**config.mk**
```make
export PLATFORM = sky130hd
export DESIGN_NAME = data_port
export DESIGN_NICKNAME = d
export VERILOG_FILES = /design/src/hw/data_port.sv
export VERILOG_INCLUDE_DIRS = /design/src /design/src/include
export SDC_FILE = /design/constraint.sdc
export NUM_CORES = 2
export LEC_CHECK = 0
export ABC_CLOCK_PERIOD_IN_PS = 2800
export CORE_AREA = 8 8 468 470
export CTS_BUF_LIST = sky130_fd_sc_hd__clkbuf_16
export CTS_CLUSTER_SIZE = 20
export DETAILED_ROUTE_END_ITERATION = 10
export DIE_AREA = 0 0 476 478
export DONT_BUFFER_PORTS = 1
export GPL_ROUTABILITY_DRIVEN = 0
export REMOVE_ABC_BUFFERS = 1
export SLEW_MARGIN = 20
export SYNTH_ARGS = -nofsm -noshare
export SYNTH_HDL_FRONTEND = slang
export SYNTH_SLANG_ARGS = --single-unit
```
**constraint.sdc**
```tcl
create_clock -name clk -period 2.8 [get_ports clk]
set_input_delay 0.28 -clock clk [delete_from_list [all_inputs] [get_ports clk]]
set_output_delay 0.28 -clock clk [all_outputs]
set_load 0.1 [all_outputs]
```
**src/include/lar_cpu_defs.svh**
```systemverilog
`ifndef LAR_CPU_DEFS_SVH
`define LAR_CPU_DEFS_SVH

// word and datapath widths
`define LAR_INSTR_W 32
`define LAR_ADDR_W 16
`define LAR_DATA_W 32
`define LAR_REG_IDX_W 4
`define LAR_IMM_W 14

// instruction store, word indexed
`define LAR_IMEM_WORDS 256
`define LAR_IMEM_IDX_W 8

// data memory and its access latency in cycles
`define LAR_DMEM_WORDS 64
`define LAR_DMEM_IDX_W 6
`define LAR_DMEM_LAT 3

// instruction word fields
`define LAR_GROUP_HI 31
`define LAR_GROUP_LO 30
`define LAR_OPER_HI 29
`define LAR_OPER_LO 26
`define LAR_RA_HI 25
`define LAR_RA_LO 22
`define LAR_RB_HI 21
`define LAR_RB_LO 18
`define LAR_RC_HI 17
`define LAR_RC_LO 14
`define LAR_IMM_HI 13
`define LAR_IMM_LO 0

`endif

```
**src/hw/data_port.sv**
```systemverilog
`timescale 1ns/1ps
`default_nettype none

`include "lar_cpu_defs.svh"

module data_port
(
	input  logic clk,
	input  logic rst_n,
	input  logic dmem_req,
	input  logic dmem_we,
	input  logic [`LAR_DMEM_IDX_W-1:0] dmem_idx,
	input  logic [`LAR_DATA_W-1:0] dmem_wdata,
	output logic [`LAR_DATA_W-1:0] dmem_rdata,
	output logic wb_stall
);

	localparam int CNT_W = $clog2(`LAR_DMEM_LAT + 1);
	localparam logic [CNT_W-1:0] LAT = `LAR_DMEM_LAT;

	logic [`LAR_DATA_W-1:0] mem [`LAR_DMEM_WORDS];
	logic [CNT_W-1:0] cnt;
	logic access;
	logic req_we;
	logic [`LAR_DMEM_IDX_W-1:0] req_idx;
	logic [`LAR_DATA_W-1:0] req_wdata;

	// busy from the request edge to the data edge
	assign wb_stall = (cnt != '0);
	// last counted cycle, the array is touched here
	assign access = (cnt == CNT_W'(1));

	always_ff @(posedge clk or negedge rst_n)
	begin
		if (!rst_n)
		begin
			cnt <= '0;
		end
		else if (dmem_req)
		begin
			cnt <= LAT;
		end
		else if (cnt != '0)
		begin
			cnt <= cnt - 1'b1;
		end
	end

	always_ff @(posedge clk)
	begin
		if (dmem_req)
		begin
			req_we <= dmem_we;
			req_idx <= dmem_idx;
			req_wdata <= dmem_wdata;
		end
	end

	// contents start at zero
	always_ff @(posedge clk or negedge rst_n)
	begin
		if (!rst_n)
		begin
			for (int i = 0; i < `LAR_DMEM_WORDS; i++)
			begin
				mem[i] <= '0;
			end
		end
		else if (access && req_we)
		begin
			mem[req_idx] <= req_wdata;
		end
	end

	// valid on the edge wb_stall falls
	always_ff @(posedge clk)
	begin
		if (access && !req_we)
		begin
			dmem_rdata <= mem[req_idx];
		end
	end

endmodule

`default_nettype wire

```
==> flow_summary.json <==
{
  "fmax_ghz": 0.330,
  "slew_viol_final": 0,
  "finalCritPeriodShare_pct": 108,
  "total_power_mw": 72.4,
  "via_per_inst": 6.42,
  "post-route-min-period_ps": 3030,
  "synth_edf_count": 71,
  "initial_core_util_pct": 44.8,
  "synth_warnings": 0,
  "gr-total-overflow": 0,
  "setup_tns_ps": -2670,
  "dp_hpwl_um": 209000,
  "yosysTopAreaCellShare_pct": 54.2,
  "die_h_um": 478,
  "setup_viol": 28,
  "reg2reg_to": "dmem_rdata[12]",
  "antenna_found_initial": 12,
  "hold_viol": 327,
  "drc": 0,
  "layout-drive-gt1-share_pct": 46.5,
  "fillers": 17000,
  "cp_slowest_cell": "edfxtp_1",
  "critPathCaptureType": "flip-flop",
  "crit_fanout": 7,
  "io_buffers": 0,
  "netlist_top_cells_area": "dfrtp_1 (54%), mux2_2 (23%), a221oi_1 (4.2%)",
  "final_common_cell": "dfrtp_1",
  "pre_cts_slack_ps": -1390,
  "regToRegStartpoint": "req_idx[0]",
  "final_area_um2": 116000,
  "first_pass_iters": 6,
  "fin_skew_ps": 52.7,
  "grt_max_degree": 236,
  "cts.clk_slew.worst_paths_ps": 60,
  "synth.area.mux_share_pct": 27.8,
  "critPathMaxStageDelay_ps": 430,
  "die-area_um2": 228000,
  "fin_util_pct": 54.8,
  "rows": 169,
  "cts_sinks": 2121,
  "routed_wl_um": 348000,
  "p_leak_nw": 54.5,
  "ys_seq_area_share_pct": 56.5,
  "area_growth_pct": 22.3,
  "num-nets-final": 7294,
  "grt_pass1_wl_um": 489000,
  "relSlewSlack_pct": 24.7,
  "dieWidth_um": 476,
  "synthAdderAreaFrac_pct": 0.0265,
  "critPathMostFrequentCell": "buf_12",
  "dpl_cell_area_um2": 103000,
  "hold_class": "input port to asynchronous set/reset pin",
  "clock_path_buffers": 3,
  "synthFlopType": "dfrtp_1",
  "ioPinCount": 75,
  "max-cap-violations": 0,
  "synthSimpleGateAreaFrac_pct": 2.23,
  "synth_compound_area_share_pct": 9.87,
  "syn-cell-area_um2": 94600,
  "violations": "hold timing, setup timing",
  "status": "complete, but fails checks",
  "rsz0062_at_grt": "yes",
  "syn_inst": 6899,
  "reg2reg_slack_ps": -230,
  "whs_ps": -387,
  "drt_iter0_markers": 6866,
  "wire_per_inst_um": 33.9,
  "arrival_ps": 3640,
  "crit_type": "flip-flop to flip-flop",
  "tritoncts": "yes",
  "ant_nets": 0,
  "cts_root_buf": "clkbuf_16",
  "ys_types": 62,
  "grt_pass1_vias": 66600,
  "ys_seq_elements": 2121,
  "layout_common_cells": "dfrtp_1 (2050), mux2_2 (1940), buf_4 (434)",
  "fin_ws_ps": -233,
  "core_um2": 211000,
  "peakVddDrop_mv": 0.623,
  "start_kind": "flip-flop",
  "cts_inserted_buffers": 219,
  "r2r_cells": 11,
  "crit_required_ps": 3410,
  "track_usage_pct": 29.3,
  "synthXorXnorAreaFrac_pct": 0.00926,
  "worst-slew-pin-transition_ps": 1130,
  "syn_avg_cell_area_um2": 13.7,
  "power_density_nw_per_um2": 625,
  "clock_latency_ps": 880,
  "synthArstFlopShare_pct": 96.7,
  "synth.largest_area_cell": "dfrtp_1",
  "path_cells": "buf_12, buf_8, nor2b_4, buf_12, buf_12, buf_8, a221oi_2, o211ai_1, a22oi_2, o221ai_2, or4_1",
  "ctsHtreeMaxLevel": 4,
  "dr_total_vias": 65900,
  "synth_top_family_by_area": "multiplexers"
}
## cells by family (layout without fill, tap and decap cells)
family | after synthesis | in the layout
compound gates | 1238 | 1238
xor+xnor | 1 | 1
fa+ha+maj | 2 | 2
buf+inv | 765 | 1300
flops | 2121 | 2121
mux | 2298 | 2298
other cells | 0 | 7
simple gates | 474 | 474
## per-layer routing
metal | wire [um] | track usage [%]
met1 | 143000 | 40.5
met2 | 154000 | 44.5
met3 | 33300 | 7.06
met4 | 17300 | 11.4
met5 | 45 | 0
## worst max-delay path by stage
stage                    start              to  slack, ps  depth (start not counted)
floorplan           req_idx[0]   dmem_rdata[6]     -19250                          6
global placement         rst_n        mem[381]      -1250                          4
detailed placement       rst_n        mem[945]      -1390                          6
CTS                 req_idx[0]  dmem_rdata[12]       -210                         11
global route        req_idx[0]  dmem_rdata[12]       -270                         11
finish              req_idx[0]  dmem_rdata[12]       -230                         11
## through the flow
step	instances	hold slack (ps)
after global routing	10300	-369
after detailed placement	9619	-4.79
after global placement	9614	-7.20
after floorplan	6142	-15.6
final	10300	-387
after CTS	10100	-717
## critical path, delay by kind of cell (launching register included)
kind | cells | cell delay (ps)
AND/OR/NAND/NOR | 2 | 550
buffers and inverters | 5 | 710
AO/OA/AOI/OAI | 4 | 1050
flip-flops | 1 | 430
## synth_stat cells, types with 10 or more instances
master     number
o2bb2ai_1      12
and3_1         11
nor3_1         50
o21ai_0       164
a221o_1        44
buf_6          14
edfxtp_1       71
o2111ai_1      10
a21oi_1       125
a22o_1         47
clkbuf_1      353
mux4_2         49
a221oi_1      454
nand4_1        11
buf_2         279
mux2_2       1942
nand2_1        72
mux2i_1       132
o22ai_1        72
or3_1          12
mux2_1        175
dfrtp_1      2050
buf_1          85
nor2_1        259
nand3_1        13
o221ai_1       29
a22oi_1       216
buf_4          26
## sequential cells by signal (all words and copies together), names as in the netlist
name        cells
cnt             2
dmem_rdata     32
mem          2048
req_idx         6
req_wdata      32
req_we          1
## power breakdown
group / internal [mW] / switching (mW) / total (mW)
clock network: 16.0 / 12.7 / 28.7
logic: 4.08 / 5.44 / 9.52
registers: 32.8 / 1.35 / 34.2
## layout make-up
cell class	instances	area (um^2)	share of cell area, %
flip-flops and latches	2121	53400	46.2
multi-input cells	4013	39900	34.5
repair buffers	887	11700	10.1
clock buffers	222	5560	4.80
well taps	2821	3530	3.05
clock inverters	183	1440	1.25
inverters	8	50.0	0.0433
diodes	7	17.5	0.0151
## repair_timing
| action | in CTS | in global routing |
|---|---|---|
| pin swaps | 49 | 121 |
| gates resized for setup | 185 | 328 |
| buffers inserted | 34 | 97 |
| endpoints found under the setup margin | 1103 | 373 |
| hold buffers | 64 | 5 |
| endpoints found under the hold margin | 479 | 289 |
| gates cloned | 12 | 25 |
Power figures use the tool's default switching activity.
