--- src/include/lar_cpu_defs.svh ---
`ifndef LAR_CPU_DEFS_SVH
`define LAR_CPU_DEFS_SVH

// word and datapath widths
`define LAR_INSTR_W 32
`define LAR_ADDR_W 16
`define LAR_DATA_W 32
`define LAR_REG_IDX_W 4
`define LAR_IMM_W 14

// instruction store, word indexed
`define LAR_IMEM_WORDS 256
`define LAR_IMEM_IDX_W 8

// data memory and its access latency in cycles
`define LAR_DMEM_WORDS 64
`define LAR_DMEM_IDX_W 6
`define LAR_DMEM_LAT 3

// instruction word fields
`define LAR_GROUP_HI 31
`define LAR_GROUP_LO 30
`define LAR_OPER_HI 29
`define LAR_OPER_LO 26
`define LAR_RA_HI 25
`define LAR_RA_LO 22
`define LAR_RB_HI 21
`define LAR_RB_LO 18
`define LAR_RC_HI 17
`define LAR_RC_LO 14
`define LAR_IMM_HI 13
`define LAR_IMM_LO 0

`endif

--- src/hw/lar_cpu_pkg.sv ---
`default_nettype none

`include "lar_cpu_defs.svh"

package lar_cpu_pkg;

	// top two bits of every word
	typedef enum logic [1:0]
	{
		grp_alu,
		grp_ctrl,
		grp_load,
		grp_store
	} instr_group_e;

	// oper field when group is alu
	typedef enum logic [3:0]
	{
		alu_add,
		alu_sub,
		alu_and,
		alu_or
	} alu_op_e;

	// oper field when group is ctrl
	typedef enum logic [3:0]
	{
		ctrl_jump,
		ctrl_branch_zero,
		ctrl_halt
	} ctrl_op_e;

	typedef enum logic [2:0]
	{
		st_init,
		st_regular,
		st_change_pc,
		st_wait_mem0,
		st_wait_mem1,
		st_halt
	} fetch_state_e;

	// nop flag sits in the lsb
	typedef struct packed
	{
		instr_group_e group;
		logic [3:0] oper;
		logic [`LAR_REG_IDX_W-1:0] ra;
		logic [`LAR_REG_IDX_W-1:0] rb;
		logic [`LAR_REG_IDX_W-1:0] rc;
		logic [`LAR_DATA_W-1:0] imm;
		logic nop;
	} decoded_instr_t;

endpackage

`default_nettype wire

--- src/hw/instr_decoder.sv ---
`timescale 1ns/1ps
`default_nettype none

`include "lar_cpu_defs.svh"

module instr_decoder
	import lar_cpu_pkg::*;
(
	input  logic [`LAR_INSTR_W-1:0] instr,
	output decoded_instr_t dec
);

	// zero bits above the immediate field
	localparam int IMM_PAD = `LAR_DATA_W - `LAR_IMM_W;

	logic [`LAR_IMM_W-1:0] imm_field;

	assign imm_field = instr[`LAR_IMM_HI:`LAR_IMM_LO];

	always_comb
	begin
		// group selects how oper is read further down
		dec.group = instr_group_e'(instr[`LAR_GROUP_HI:`LAR_GROUP_LO]);
		// alu_op_e or ctrl_op_e, cast by the user
		dec.oper = instr[`LAR_OPER_HI:`LAR_OPER_LO];

		// register indices, always sliced even if unused
		dec.ra = instr[`LAR_RA_HI:`LAR_RA_LO];
		dec.rb = instr[`LAR_RB_HI:`LAR_RB_LO];
		dec.rc = instr[`LAR_RC_HI:`LAR_RC_LO];

		// immediate is unsigned, targets only move forward
		dec.imm = {{IMM_PAD{1'b0}}, imm_field};

		// an all-zero word would read as add r0, r0, r0
		// so it is singled out as a nop
		dec.nop = (instr == '0);
	end

endmodule

`default_nettype wire

--- src/hw/instr_fetch_decode.sv ---
`timescale 1ns/1ps
`default_nettype none

`include "lar_cpu_defs.svh"

module instr_fetch_decode
	import lar_cpu_pkg::*;
(
	input  logic clk,
	input  logic rst_n,
	input  logic [`LAR_INSTR_W-1:0] imem_instr,
	input  logic imem_valid,
	input  logic ex_stall,
	input  logic wb_stall,
	input  logic [`LAR_ADDR_W-1:0] computed_pc,
	output logic [`LAR_ADDR_W-1:0] imem_addr,
	output decoded_instr_t dec_instr,
	output logic [`LAR_ADDR_W-1:0] dec_pc,
	output logic [`LAR_REG_IDX_W-1:0] hint_ra,
	output logic [`LAR_REG_IDX_W-1:0] hint_rb,
	output logic [`LAR_REG_IDX_W-1:0] hint_rc,
	output logic halted
);

	localparam logic [`LAR_ADDR_W-1:0] INSTR_BYTES = `LAR_INSTR_W / 8;
	// only the nop flag set
	localparam decoded_instr_t BUBBLE =
		decoded_instr_t'({{($bits(decoded_instr_t) - 1){1'b0}}, 1'b1});

	fetch_state_e state;
	decoded_instr_t cur;
	logic [`LAR_ADDR_W-1:0] spec_pc;
	logic [`LAR_ADDR_W-1:0] following_pc;
	logic stall;

	instr_decoder u_decoder
	(
		.instr(imem_instr),
		.dec(cur)
	);

	assign following_pc = spec_pc + INSTR_BYTES;
	// either stall holds pc and state
	assign stall = ex_stall || wb_stall;

	// early register read for exec
	always_comb
	begin
		if ((state == st_regular) && imem_valid)
		begin
			hint_ra = cur.ra;
			hint_rb = cur.rb;
			hint_rc = cur.rc;
		end
		else
		begin
			hint_ra = '0;
			hint_rb = '0;
			hint_rc = '0;
		end
	end

	// store address follows the pc
	// a redirect goes out early, straight from exec
	always_comb
	begin
		case (state)
			st_change_pc:
			begin
				imem_addr = computed_pc;
			end
			default:
			begin
				imem_addr = spec_pc;
			end
		endcase
	end

	always_ff @(posedge clk or negedge rst_n)
	begin
		if (!rst_n)
		begin
			state <= st_init;
			spec_pc <= '0;
			dec_instr <= BUBBLE;
			dec_pc <= '0;
			halted <= 1'b0;
		end
		else
		begin
			// bubble unless a word is sent below
			dec_instr <= BUBBLE;
			halted <= (state == st_halt);
			case (state)
				st_init:
				begin
					if (imem_valid)
					begin
						state <= st_regular;
					end
				end
				st_regular:
				begin
					if (!stall && imem_valid)
					begin
						// nops are skipped here and never reach exec
						spec_pc <= following_pc;
						if (!cur.nop)
						begin
							dec_instr <= cur;
							dec_pc <= spec_pc;
							case (cur.group)
								grp_ctrl:
								begin
									// exec needs pc + 4 for a branch not taken
									dec_pc <= following_pc;
									if (ctrl_op_e'(cur.oper) == ctrl_halt)
									begin
										state <= st_halt;
									end
									else
									begin
										state <= st_change_pc;
									end
								end
								grp_load, grp_store:
								begin
									state <= st_wait_mem0;
								end
								default:
								begin
									state <= st_regular;
								end
							endcase
						end
					end
				end
				st_change_pc:
				begin
					spec_pc <= computed_pc;
					state <= st_regular;
				end
				st_wait_mem0:
				begin
					// wb_stall is not up yet in this cycle
					state <= st_wait_mem1;
				end
				st_wait_mem1:
				begin
					if (!wb_stall)
					begin
						state <= st_regular;
					end
				end
				default:
				begin
					// st_halt, stay until reset
					state <= st_halt;
				end
			endcase
		end
	end

	// halt goes out once, only bubbles after it
	assert property (@(posedge clk) disable iff (!rst_n)
		(state == st_halt) |=> dec_instr.nop);

	assert property (@(posedge clk) disable iff (!rst_n)
		(state == st_halt) |=> (state == st_halt));

endmodule

`default_nettype wire

--- config.mk ---
export PLATFORM = sky130hd
export DESIGN_NAME = instr_fetch_decode
export DESIGN_NICKNAME = d
export VERILOG_FILES = /design/src/hw/lar_cpu_pkg.sv /design/src/hw/instr_decoder.sv /design/src/hw/instr_fetch_decode.sv
export VERILOG_INCLUDE_DIRS = /design/src /design/src/include
export SDC_FILE = /design/constraint.sdc
export NUM_CORES = 1
export LEC_CHECK = 0
export BUFFER_PORTS_ARGS = -buffer_cell sky130_fd_sc_hd__buf_2
export CAP_MARGIN = 25
export CORE_MARGIN = 3
export CORE_UTILIZATION = 49
export CTS_BUF_LIST = sky130_fd_sc_hd__clkbuf_4 sky130_fd_sc_hd__clkbuf_8
export DETAILED_ROUTE_END_ITERATION = 10
export GPL_TIMING_DRIVEN = 0
export PLACE_DENSITY = 0.87
export SYNTH_ARGS = -nofsm -noshare
export SYNTH_HDL_FRONTEND = slang
export SYNTH_SLANG_ARGS = --single-unit
export TNS_END_PERCENT = 20
--- constraint.sdc ---
create_clock -name clk -period 2.05 [get_ports clk]
set_input_delay 0.41 -clock clk [delete_from_list [all_inputs] [get_ports clk]]
set_output_delay 0.41 -clock clk [all_outputs]
set_load 0.005 [all_outputs]
==> out/metrics.cfg <==
[global_route]
first_global_vias = 2860
grt.total_usage_pct = 23.01
antenna_found_initial = 0
grt_pass1_wl_microns = 13640
grt_max_degree = 70
grt_overflow_total = 0

[sta]
timing_max_transition_violations_final = 0
finalHoldViolations = 0
skew_ps = 9.264
fin_crit_ps = 2043
slew_headroom_pct = 43.12
max_clock_freq_ghz = 0.4896
finalSetupViolations = 0
fin_crit_sh_pct = 99.64
rsz0062_at_grt = yes
whs_ps = 165.9
worst_pin_slew_ps = 853.2

[setup_path]
path_cells = or3b_4, buf_8, nand2_2, nand2_1, buf_2
cpLargestDelayFamily = simple AND/OR/NAND/NOR gates
arrival_ps = 1630
worstSetupEndpointType = output pin
crit_type = reg -> out
path_buf_inv = 2
crit_fanout = 5
slowest_stage = or3b_4
setup.worst_path.start_class = register
max_stage_delay_ps = 460
crit_required_ps = 1640

[final_layout]
drive_gt1_share_pct = 42.53
syn_to_final_growth_pct = 36.73
nNetsFinal = 571
n_antenna_cell = 0
layout_commonest_cell = buf_2
mostFrequentLayoutCells = buf_2, dfrtp_1, nand2_1
stdcell_count = 599

[synthesis]
synth_cell_types = 41
synth_area_per_cell_sq_um = 9.606
syn-instance-count = 350
yosysSeqAreaShare_pct = 51.40
syn-cell-area_sq_mm = 0.003362
synth_seq_cells = 69
ys_warn_count = 0

[placement]
numPortBuffers = 130
gp_congestion = 0.8569
place_inst = 574
dp_hpwl_microns = 6463

[routing]
vias = 3051
drt_iter0_markers = 197
drtPass1Iterations = 5
drc = 0
antenna_left = 0
avgViaCountPerCell = 5.093
post_drt_wl_per_cell_microns = 15.45
wl_microns = 9256

[clock_tree]
clk_pin_slew_ps = 80
clock_latency_ps = 350
clock_sinks = 69
cts_tree = done
holdBufCountCts = 0
htree_levels = 3
clockBufferDepth = 2
cts_root_buf = clkbuf_8
cts_buffers = 9

[floorplanning]
rows = 29
start_util_pct = 51.76
io_pins = 149
die_w_microns = 88.83
core_area_sq_mm = 0.006495
chipHeight_microns = 88.83
die-area_sq_mm = 0.007891

[power_and_ir_drop]
pwr-share-seq_pct = 39.2
leakage_uw = 0.002475
max-vdd-ir-drop_mv = 0.6716
combPwrFrac_pct = 34.5
power_density_mw_per_mm2 = 1059
p_sw_uw = 1642
clkPwrFrac_pct = 26.4
swShare_pct = 33.75
p_int_uw = 3225
p_total_uw = 4867

[min_path]
hold_class = in -> async

[run]
maxCapViolations = 0

[run_status]
outcome = completed

cell type report:
cell class | instances | area (sq um)
fill | 478 | 1898
sequential | 69 | 1732
multi-input combinational | 258 | 1511
timing repair buffer | 140 | 755.7
buffer | 37 | 261.5
clock buffer | 10 | 137.6
tap | 77 | 96.34
clock inverter | 6 | 95.09
inverter | 2 | 7.507
kinds of logic after synthesis:
group,Yosys count,synth area share (%)
AOI/OAI and AO/OA,35,5.471
and+or+nand+nor,174,27.32
other,1,0.1115
buffers and inverters,40,7.182
xor gates and xnor gates,26,6.773
adders and majority gates,1,0.3721
muxes,4,1.377
DFF,69,51.40
power groups by stage:
stage	Sequential, uW	Clock, uW	Combinational, uW
finish	1910	1280	1680
global placement	1890	0	1390
detailed placement	1910	0	1440
CTS	1890	1290	1530
floorplan	1890	0	831
global route	1940	1360	1850
through the flow:
stage	instance area [sq um]	utilization (%)	TNS [ps]	setup WS [ps]
final	4597	70.78	0	7.442
after detailed placement	4175	64.28	-3381	-174.2
after CTS	4492	69.16	-197.5	-31.72
after floorplan	3426	-	0	237.4
after global placement	4173	64.25	-2355	-120.5
after global routing	4597	70.78	-831.5	-77.96
flip-flops by register name, indices dropped and copies added (netlist names):
name,count
dec_instr,33
state,3
dec_pc,16
spec_pc,16
halted,1
worst reg2reg max path, stage by stage (launching register included):
cell and delay [ps]:
dfrtp_2 450, nor3b_4 230, buf_4 140, buf_4 120, nand2_2 60, nor2_1 190, buf_2 220, clkbuf_2 230
and2_1 160
synthesized netlist by cell type, drive strengths merged:
| library cell | n | area [sq um] |
|---|---|---|
| buf | 25 | 182.7 |
| conb | 1 | 3.750 |
| or3b | 1 | 8.760 |
| nand3 | 7 | 47.55 |
| and3 | 18 | 112.6 |
| xor2 | 6 | 52.55 |
| o21ai | 29 | 145.1 |
| and4 | 1 | 8.760 |
| nor4 | 6 | 37.54 |
| nor3b | 3 | 45.05 |
| clkbuf | 13 | 51.30 |
| ha | 1 | 12.51 |
| nor2 | 17 | 63.81 |
| and2 | 30 | 188.9 |
| and3b | 1 | 8.760 |
| a21oi | 4 | 20.02 |
| a41o | 1 | 10.01 |
| nand4 | 5 | 46.29 |
| nor2b | 1 | 6.260 |
| dfstp | 1 | 26.28 |
| mux2 | 2 | 26.27 |
| dfrtp | 68 | 1702 |
| nor3 | 10 | 60.06 |
| or2b | 1 | 7.510 |
| nand2 | 73 | 276.5 |
| mux2i | 2 | 20.02 |
| inv | 2 | 7.500 |
| xnor2 | 20 | 175.2 |
| o32ai | 1 | 8.760 |
worst paths after layout:
kind	from	end	slack, ps	cells after the start
max	state[0]	imem_addr[5]	7	5
min	rst_n	dec_instr[7]	170	1
max reg2reg	state[1]	dec_instr[12]	200	8
min reg2reg	dec_pc[13]	dec_pc[13]	490	2
max in group asynchronous	rst_n	state[2]	1270	1
min in group clk	computed_pc[1]	spec_pc[1]	270	3
timing repair:
item | in CTS | in global routing
gates cloned | 1 | 0
setup buffers | 5 | 4
pin swaps | 2 | 12
setup endpoints to repair | 21 | 21
resized for setup | 17 | 29
routing by layer:
metal  wire length (microns)  GRT usage, %  up-vias
met5                       0             0        -
met4                     259         10.99        0
met3                     624         5.307       26
met2                    4769         38.26      143
met1                    3602         28.15     1427
li1                        -             -     1455
Power figures use the tool's default switching activity.
